===== src/common/mesh_pkg.sv =====
/* Opcodes and default sizes shared by the mesh line.
   MIN and MAX treat words as unsigned. */
package mesh_pkg;

    parameter int OPCODE_WIDTH = 3;

    // Node operation applied to the B word and the node's A operand
    typedef enum logic [OPCODE_WIDTH-1:0] {
        OP_PASS = 3'd0,
        OP_ADD  = 3'd1,
        OP_SUB  = 3'd2,
        OP_AND  = 3'd3,
        OP_OR   = 3'd4,
        OP_XOR  = 3'd5,
        OP_MIN  = 3'd6,
        OP_MAX  = 3'd7
    } mesh_opcode_t;

    // Defaults for the top level and the testbench
    parameter int DEFAULT_WORD_WIDTH      = 16;
    parameter int DEFAULT_NODE_COUNT      = 4;
    parameter int DEFAULT_EDGE_PIPE_DEPTH = 1;
    parameter int DEFAULT_NODE_PIPE_DEPTH = 2;

endpackage

===== src/hdl/mesh_node_line.sv =====
/* Linear line of nodes joined by valid/data pipes, west to east on B, A broadside.
   No back-pressure. Configure opcodes only while the line is empty. */
`timescale 1ns/10ps

module mesh_node_line
    import mesh_pkg::*;
#(
    parameter int WORD_WIDTH      = DEFAULT_WORD_WIDTH,
    parameter int NODE_COUNT      = DEFAULT_NODE_COUNT,
    parameter int EDGE_PIPE_DEPTH = DEFAULT_EDGE_PIPE_DEPTH,
    parameter int NODE_PIPE_DEPTH = DEFAULT_NODE_PIPE_DEPTH,
    localparam int CFG_NODE_WIDTH = (NODE_COUNT > 1) ? $clog2(NODE_COUNT) : 1
) (
    input  logic                             clock,
    input  logic                             rst,

    input  logic                             b_in_valid,
    input  logic [WORD_WIDTH-1:0]            b_in,
    output logic                             b_out_valid,
    output logic [WORD_WIDTH-1:0]            b_out,

    input  logic [NODE_COUNT*WORD_WIDTH-1:0] a_in,
    output logic [NODE_COUNT*WORD_WIDTH-1:0] a_out,
    output logic [NODE_COUNT-1:0]            a_out_valid,

    input  logic                             cfg_wren,
    input  logic [CFG_NODE_WIDTH-1:0]        cfg_node,
    input  mesh_opcode_t                     cfg_opcode
);

    logic [NODE_COUNT-1:0] node_cfg_wren;
    logic [NODE_COUNT-1:0] node_in_valid;
    logic [WORD_WIDTH-1:0] node_in_word  [NODE_COUNT];
    logic [NODE_COUNT-1:0] node_out_valid;
    logic [WORD_WIDTH-1:0] node_out_word [NODE_COUNT];

    // One write enable per node
    always_comb begin
        for (int k = 0; k < NODE_COUNT; k++) begin
            node_cfg_wren[k] = cfg_wren && (cfg_node == CFG_NODE_WIDTH'(k));
        end
    end

    mesh_pipe #(
        .WIDTH (WORD_WIDTH),
        .DEPTH (EDGE_PIPE_DEPTH)
    ) west_pipe (
        .clock     (clock),
        .rst       (rst),
        .in_valid  (b_in_valid),
        .in_data   (b_in),
        .out_valid (node_in_valid[0]),
        .out_data  (node_in_word[0])
    );

    for (genvar k = 0; k < NODE_COUNT; k++) begin : g_node
        mesh_node #(
            .WORD_WIDTH (WORD_WIDTH)
        ) node (
            .clock      (clock),
            .rst        (rst),
            .cfg_wren   (node_cfg_wren[k]),
            .cfg_opcode (cfg_opcode),
            .a_operand  (a_in[k*WORD_WIDTH +: WORD_WIDTH]),
            .in_valid   (node_in_valid[k]),
            .in_word    (node_in_word[k]),
            .out_valid  (node_out_valid[k]),
            .out_word   (node_out_word[k])
        );

        // Broadside results leave without extra stages
        assign a_out[k*WORD_WIDTH +: WORD_WIDTH] = node_out_word[k];
        assign a_out_valid[k]                    = node_out_valid[k];
    end

    // Nearest-neighbour links between nodes
    for (genvar k = 0; k < NODE_COUNT - 1; k++) begin : g_link
        mesh_pipe #(
            .WIDTH (WORD_WIDTH),
            .DEPTH (NODE_PIPE_DEPTH)
        ) link_pipe (
            .clock     (clock),
            .rst       (rst),
            .in_valid  (node_out_valid[k]),
            .in_data   (node_out_word[k]),
            .out_valid (node_in_valid[k+1]),
            .out_data  (node_in_word[k+1])
        );
    end

    mesh_pipe #(
        .WIDTH (WORD_WIDTH),
        .DEPTH (EDGE_PIPE_DEPTH)
    ) east_pipe (
        .clock     (clock),
        .rst       (rst),
        .in_valid  (node_out_valid[NODE_COUNT-1]),
        .in_data   (node_out_word[NODE_COUNT-1]),
        .out_valid (b_out_valid),
        .out_data  (b_out)
    );

endmodule


===== src/mesh_node/mesh_node.sv =====
/* One node of the line, a single registered stage behind the ALU.
   The opcode should only be written while no word is in flight. */
`timescale 1ns/10ps

module mesh_node
    import mesh_pkg::*;
#(
    parameter int WORD_WIDTH = 16
) (
    input  logic                  clock,
    input  logic                  rst,
    input  logic                  cfg_wren,
    input  mesh_opcode_t          cfg_opcode,
    input  logic [WORD_WIDTH-1:0] a_operand,
    input  logic                  in_valid,
    input  logic [WORD_WIDTH-1:0] in_word,
    output logic                  out_valid,
    output logic [WORD_WIDTH-1:0] out_word
);

    mesh_opcode_t          opcode_q;
    logic [WORD_WIDTH-1:0] alu_result;
    logic                  valid_q;
    logic [WORD_WIDTH-1:0] word_q;

    // Configured operation, PASS until written
    always_ff @(posedge clock) begin
        if (rst) begin
            opcode_q <= OP_PASS;
        end else if (cfg_wren) begin
            opcode_q <= cfg_opcode;
        end
    end

    node_alu #(
        .WORD_WIDTH (WORD_WIDTH)
    ) alu (
        .opcode (opcode_q),
        .b_word (in_word),
        .a_word (a_operand),
        .result (alu_result)
    );

    always_ff @(posedge clock) begin
        if (rst) begin
            valid_q <= 1'b0;
        end else begin
            valid_q <= in_valid;
        end
    end

    // The A operand is taken only with a valid word, so the
    // broadside result holds steady across bubbles
    always_ff @(posedge clock) begin
        if (in_valid) begin
            word_q <= alu_result;
        end
    end

    assign out_valid = valid_q;
    assign out_word  = word_q;

endmodule


===== src/mesh_node/node_alu.sv =====
/* Combinational node operation. ADD and SUB wrap, SUB gives b minus a,
   MIN and MAX compare unsigned. */
`timescale 1ns/10ps

module node_alu
    import mesh_pkg::*;
#(
    parameter int WORD_WIDTH = 16
) (
    input  mesh_opcode_t          opcode,
    input  logic [WORD_WIDTH-1:0] b_word,
    input  logic [WORD_WIDTH-1:0] a_word,
    output logic [WORD_WIDTH-1:0] result
);

    always_comb begin
        case (opcode)
            OP_PASS: result = b_word;
            OP_ADD:  result = b_word + a_word;
            OP_SUB:  result = b_word - a_word;
            OP_AND:  result = b_word & a_word;
            OP_OR:   result = b_word | a_word;
            OP_XOR:  result = b_word ^ a_word;
            // Both words are plain vectors here, so the compare is unsigned
            OP_MIN: begin
                if (b_word < a_word) begin
                    result = b_word;
                end else begin
                    result = a_word;
                end
            end
            OP_MAX: begin
                if (b_word > a_word) begin
                    result = b_word;
                end else begin
                    result = a_word;
                end
            end
            default: result = b_word;
        endcase
    end

endmodule


===== src/hdl/mesh_pipe.sv =====
/* Valid and data shift chain, no back-pressure. DEPTH 0 is a plain wire.
   Reset clears the valid bits only, the data stages hold whatever they last shifted. */
`timescale 1ns/10ps

module mesh_pipe #(
    parameter int WIDTH = 16,
    parameter int DEPTH = 1
) (
    input  logic             clock,
    input  logic             rst,
    input  logic             in_valid,
    input  logic [WIDTH-1:0] in_data,
    output logic             out_valid,
    output logic [WIDTH-1:0] out_data
);

    if (DEPTH == 0) begin : g_wire
        assign out_valid = in_valid;
        assign out_data  = in_data;
    end else begin : g_stages
        logic [DEPTH-1:0] valid_q;
        logic [WIDTH-1:0] data_q [DEPTH];

        always_ff @(posedge clock) begin
            if (rst) begin
                valid_q <= '0;
            end else begin
                valid_q[0] <= in_valid;
                for (int i = 1; i < DEPTH; i++) begin
                    valid_q[i] <= valid_q[i-1];
                end
            end
        end

        // Data moves every cycle so bubbles keep their place
        always_ff @(posedge clock) begin
            data_q[0] <= in_data;
            for (int i = 1; i < DEPTH; i++) begin
                data_q[i] <= data_q[i-1];
            end
        end

        assign out_valid = valid_q[DEPTH-1];
        assign out_data  = data_q[DEPTH-1];
    end

endmodule


===== config.mk =====
export PLATFORM = sky130hd
export DESIGN_NAME = mesh_node_line
export DESIGN_NICKNAME = d
export VERILOG_FILES = /design/src/common/mesh_pkg.sv /design/src/hdl/mesh_node_line.sv /design/src/mesh_node/mesh_node.sv /design/src/mesh_node/node_alu.sv /design/src/hdl/mesh_pipe.sv
export SDC_FILE = /design/constraint.sdc
export NUM_CORES = 1
export LEC_CHECK = 0
export BUFFER_PORTS_ARGS = -buffer_cell sky130_fd_sc_hd__buf_2
export CAP_MARGIN = 5
export CELL_PAD_IN_SITES_DETAIL_PLACEMENT = 2
export CELL_PAD_IN_SITES_GLOBAL_PLACEMENT = 2
export CORE_MARGIN = 2
export CORE_UTILIZATION = 37
export DETAILED_ROUTE_END_ITERATION = 10
export GPL_TIMING_DRIVEN = 0
export PLACE_DENSITY = 0.93
export SYNTH_ARGS = -nofsm -noshare
export SYNTH_HDL_FRONTEND = slang
export SYNTH_SLANG_ARGS = --single-unit

===== constraint.sdc =====
create_clock -name clock -period 4.07 [get_ports clock]
set_input_delay 0.2035 -clock clock [delete_from_list [all_inputs] [get_ports clock]]
set_output_delay 0.2035 -clock clock [all_outputs]
set_load 0.02 [all_outputs]

# --- Word-level counts from Yosys, hierarchy flattened ---
# Memory sizes are Yosys's and may differ from the RTL's.
# Index checks and enable logic that the tools add are counted.
word_totals:
  elab_cells: 102
  output_inout_bits: 85
  mem_count: 5
  register_bits: 88
  input_bits: 89
  mem_bits_rw: 128
mem_list:
  columns: ["memory", "depth", "width", "read_ports", "rd_clocked_by_memory_dff", "write_ports", "line_no", "text"]
  rows:
  - ["g_link[0].link_pipe.g_stages.data_q", 2, 16, 2, 0, 2, "mesh_pipe.sv:22", "logic [WIDTH-1:0] data_q [DEPTH];"]
  - ["g_link[1].link_pipe.g_stages.data_q", 2, 16, 2, 0, 2, "mesh_pipe.sv:22", null]
  - ["g_link[2].link_pipe.g_stages.data_q", 2, 16, 2, 0, 2, "mesh_pipe.sv:22", null]
  - ["east_pipe.g_stages.data_q", 1, 16, 1, 0, 1, "mesh_pipe.sv:22", null]
  - ["west_pipe.g_stages.data_q", 1, 16, 1, 0, 1, "mesh_pipe.sv:22", null]
op_classes:
  addsub: 8
  mux: 12
  magnitude_cmp: 8
  n_eq_ne: 31
  n_reduce_logical: 9
  n_bitwise: 12
ops:
  columns: ["op", "n"]
  rows:
  - ["$pmux 16 s8", 4]
  - ["$mux 16", 8]
  - ["$add 16x16->16", 4]
  - ["$and 16x16->16", 4]
  - ["$gt 16x16->1", 4]
  - ["$lt 16x16->1", 4]
  - ["$or 16x16->16", 4]
  - ["$sub 16x16->16", 4]
  - ["$xor 16x16->16", 4]
  - ["$eq 3x3->1 const B", 16]
  - ["$eq 3x2->1 const B", 8]
  - ["$eq 3x1->1 const B", 4]
  - ["$logic_not 3->1", 4]
  - ["$eq 2x2->1 const B", 2]
  - ["$logic_and 1x1->1", 4]
  - ["$eq 2x1->1 const B", 1]
  - ["$logic_not 2->1", 1]

# --- Logic depth before layout (Yosys ltp) ---
depth:
  word_depth: 3
  mapped_depth: 14
  depth_no_buf: 12

# --- Cells and area by module ---
# A second synthesis with hierarchy kept.
unflattened:
  hier_cells: 2435
  area_unflattened_um2: 19568.8
by_module_without_submodules:
  columns: ["mod", "instances", "cells_each", "area_per_inst_um2", "seq_area_each_um2"]
  rows:
  - ["node_alu at g_node[1].node.alu ...", 3, 550, 3589.7, 0.0]
  - ["node_alu at g_node[0].node.alu", 1, 481, 3181.8, 0.0]
  - ["mesh_pipe at g_link[0].link_pipe ...", 3, 52, 813.3, 680.7]
  - ["mesh_node", 4, 27, 608.1, 560.5]
  - ["mesh_pipe at east_pipe ...", 2, 18, 354.1, 340.3]
  - ["mesh_node_line", 1, 4, 37.5, 0.0]

# --- Worst setup path before layout ---
# OpenSTA, ideal clock, no wires.
synth_timing:
  path_kind: "register to register"
  from: "mem west_pipe.g_stages.data_q[0][0]"
  to: "reg g_node[0].node.word_q[4] (data pin)"
  period_less_slack_ns: 3.073
  setup_ns: 0.265
  arrival_time_ns: 2.809
  setup_slack_ns: 0.997
  t_required_ns: 3.805
  path_buffers: 2
  path_stages_with_launch: 15
  cell_sequence: "dfxtp_1 > inv_1 > ha_1 > fa_1 > nor2_2 > o221ai_1 > a211o_1 > a31o_1 > buf_6 > o21ba_1 > buf_6 > mux2i_1 > a211oi_1 > a21oi_1 > a2bb2oi_1"
synth_rtl:
  columns: ["item", "line_no", "text"]
  rows:
  - ["start, declared", "mesh_pipe.sv:22", null]
  - ["end signal, assigned", "mesh_node.sv:56", "word_q <= alu_result;"]
  - ["end, declared", "mesh_node.sv:24", "logic [WORD_WIDTH-1:0] word_q;"]

==> flow_summary.yaml <==
min_path:
  hold-path-endpoint: "g_node[2].node.opcode_q[2]"
  hp-start: "cfg_opcode[2]"
  min_path_type: "in2reg"
  min_path_cells: 3
critical_path:
  cp_slowest_cell: "fa_1"
  crit_type: "reg2reg"
  critPathCaptureType: "register"
  startpoint_type: "register"
  worstPathRequired_ps: 4400
  path_cells: "inv_1 > ha_1 > fa_1 > nor2_2 > o221ai_1 > a211o_1 > a31o_1 > buf_6 > o21ba_1 > buf_6 > mux2i_1 > o22a_1 > a21oi_1 > a2bb2oi_1"
  arrival_ps: 4390
  r2r_cells: 14
  cp_slowest_stage_delay_ps: 490
  cp_common_cell: "buf_6"
  cp_max_fo: 10
  rrSetupSlack_ps: 5
  timing.rr.start: "west_pipe.g_stages.data_q[0][0]"
  regToRegEndpoint: "g_node[0].node.out_word[5]"
drt:
  via_count: 20500
  drc: 0
  routed_wl_mm: 97.2
  vias_per_cell: 6.63
  wl_per_cell_um: 31.5
  firstDrtPassIters: 6
  final_antenna_net_count: 0
  drt-initial-drc-count: 1863
die:
  core_um2: 48600
  initial_utilization_pct: 37.3
  fp.dieArea_um2: 50900
  die_y_um: 226
  rows: 81
  boundaryPins: 174
  die_x_um: 226
placed_design:
  port_buffers: 173
  dp_slack_ps: -245
  dp_hpwl_mm: 66.1
  placed_area_um2: 19800
  place_congestion: 0.936
  dp_cells: 3021
sta:
  worst_clock_skew_ps: 35.3
  hold_slack_ps: 45.8
  finalCritPeriodShare_pct: 99.9
  slew_viol_final: 0
  max_freq_ghz: 0.246
  setup_violations: 0
  final.min_clock_period_ps: 4060
  max_slew_margin_pct: 5.22
  setup_ws_ps: 5.31
  worst_pin_slew_ps: 1410
  final-hold-violation-count: 0
  rsz0062_at_grt: "yes"
power:
  internal-power_mw: 4.36
  p_clk_share_pct: 38.9
  power_frac_comb_pct: 26.3
  switchingPower_mw: 2.38
  seqPwrFrac_pct: 34.7
  irDropWorstVdd_v: 0.000344
  p_sw_share_pct: 35.3
  p_leak_nw: 8.95
  powerDensity_nw_per_um2: 321
layout:
  postLayoutCoreUtil_pct: 43.2
  drive_above_1_share_pct: 12.7
  final_cell_mix: "a21oi_1, nor2_1, ha_1, buf_2, inv_1"
  nets: 2755
  fin_area_um2: 21000
  layout_commonest_cell: "a21oi_1"
  area_growth_pct: 15.8
  final_cells: 3090
yosys:
  netlist_instances: 2225
  synth-edff-count: 64
  yosysTopAreaCellShare_pct: 16.8
  ys_seq_elements: 216
  netlist_area_um2: 18200
  synth-main-ff-cell: "dfxtp_1"
  synth_cell_types: 94
  syn_nets: 2535
  yosys.area.top_type: "dfxtp_1"
  ys_seq_area_share_pct: 27.3
  ys_top_cells_by_area: "dfxtp_1, ha_1, edfxtp_1, a21oi_1, nor2_1"
  async_flop_share_pct: 0
  syn_area_per_cell_um2: 8.16
  ys_warn_count: 0
global_routing:
  grt_pass1_vias: 22400
  grt_max_degree: 19
  grt_use_total_pct: 37.2
  grt_pass1_wl_mm: 143
  grt_overflow: 0
  antenna_found_initial: 10
clock_network:
  clk_latency_ps: 590
  post_cts_buffers: 0
  htreeDepth: 1
  cts_tree: "yes"
  cts_inserted_buffers: 27
  clockRootBuffer: "clkbuf_16"
  clock_sinks: 216
  clkTransAtPathRegs_ps: 70
  cts_buffer_depth: 3
flow_run:
  drv_cap: 0
status:
  status: "complete, no violations"
-- synthesized netlist by cell type (19+ instances only) --
cell type,count
a21oi_1,231
nor2_1,219
ha_1,213
inv_1,179
dfxtp_1,152
o21ai_0,120
clkbuf_1,101
nand2_1,87
mux2i_1,65
edfxtp_1,64
nor3_1,47
o21a_1,45
nor2b_1,42
a211oi_1,37
a221oi_1,37
o21ai_1,37
o221ai_1,37
o22ai_1,35
xnor2_1,28
nand2b_1,27
o211ai_1,26
o21bai_1,24
a22oi_1,22
a21o_1,21
nand3_1,20
a31oi_1,19
buf_2,19
-- registers in the layout (all words and copies together), names as in the netlist --
signal	count
g_link.link_pipe.g_stages.valid_q	6
g_node.node.out_word	64
g_node.node.out_valid	4
east_pipe.g_stages.data_q	16
east_pipe.out_valid	1
west_pipe.out_valid	1
west_pipe.g_stages.data_q	16
g_node.node.opcode_q	12
g_link.link_pipe.g_stages.data_q	96
-- cells by family after synthesis --
group | count (synthesis) | share of synthesized area, %
DFF | 216 | 27.3
AOI/OAI and AO/OA | 827 | 30.4
and+or+nand+nor | 537 | 14.2
buffers and inverters | 326 | 7.28
adders and majority gates | 221 | 15.6
xor gates and xnor gates | 32 | 1.54
muxes | 66 | 3.65
-- worst max path at each step --
stage                                          startpoint                           to  slack (ps)
6_report                  west_pipe.g_stages.data_q[0][0]   g_node[0].node.out_word[5]           5
2_1_floorplan             west_pipe.g_stages.data_q[0][0]   g_node[0].node.out_word[4]        1000
3_5_place_dp   g_link[2].link_pipe.g_stages.data_q[0][29]  g_node[3].node.out_word[10]        -240
3_3_place_gp   g_link[2].link_pipe.g_stages.data_q[0][29]  g_node[3].node.out_word[10]          70
5_1_grt        g_link[0].link_pipe.g_stages.data_q[0][17]  g_node[1].node.out_word[15]         -20
4_1_cts                   west_pipe.g_stages.data_q[0][0]   g_node[0].node.out_word[9]           2
-- routing by layer --
metal	global-route usage [%]	vias up	wire length (um)	part of all wire, %
li1	-	8530	-	-
met1	42.6	10300	37000	38
met2	63.1	1231	45700	47
met3	6.99	475	7350	7.6
met4	24.8	10	7100	7.3
met5	0	-	66	0.068
-- layout make-up --
| type | count | area, um^2 |
|---|---|---|
| inverters | 182 | 683 |
| multi-input cells | 1683 | 12000 |
| repair buffers | 192 | 1050 |
| fillers | 5444 | 27600 |
| diodes | 2 | 5.00 |
| clock inverters | 17 | 190 |
| well taps | 622 | 778 |
| clock buffers | 33 | 749 |
| flip-flops and latches | 216 | 4960 |
| plain buffers | 143 | 647 |
-- critical path: cells and delay by family, from the launching register on --
| family | cells | cell delay [ps] |
|---|---|---|
| mux | 1 | 150 |
| simple gates | 1 | 170 |
| flops | 1 | 430 |
| compound gates | 7 | 1850 |
| fa+ha+maj | 2 | 730 |
| buf+inv | 3 | 490 |
-- per-stage QoR --
step           TNS (ps)  power [mW]
6_report              0        6.74
4_1_cts               0        6.59
3_3_place_gp          0        3.87
3_5_place_dp      -1450        3.98
2_1_floorplan         0        3.38
5_1_grt           -19.2        6.92
-- power by group through the flow --
stage | clock [mW] | sequential, mW | combinational [mW]
global placement | 0 | 2.38 | 1.50
CTS | 2.60 | 2.34 | 1.65
finish | 2.63 | 2.34 | 1.77
global route | 2.72 | 2.34 | 1.86
floorplan | 0 | 2.36 | 1.02
detailed placement | 0 | 2.38 | 1.60
-- timing repair --
| item | in CTS | in global routing |
|---|---|---|
| endpoints found under the setup margin | 21 | 55 |
| hold buffers | 18 | 0 |
| hold endpoints to repair | 21 | 0 |
| resized for setup | 3 | 23 |
No activity file was read; power rests on OpenSTA's default activity.
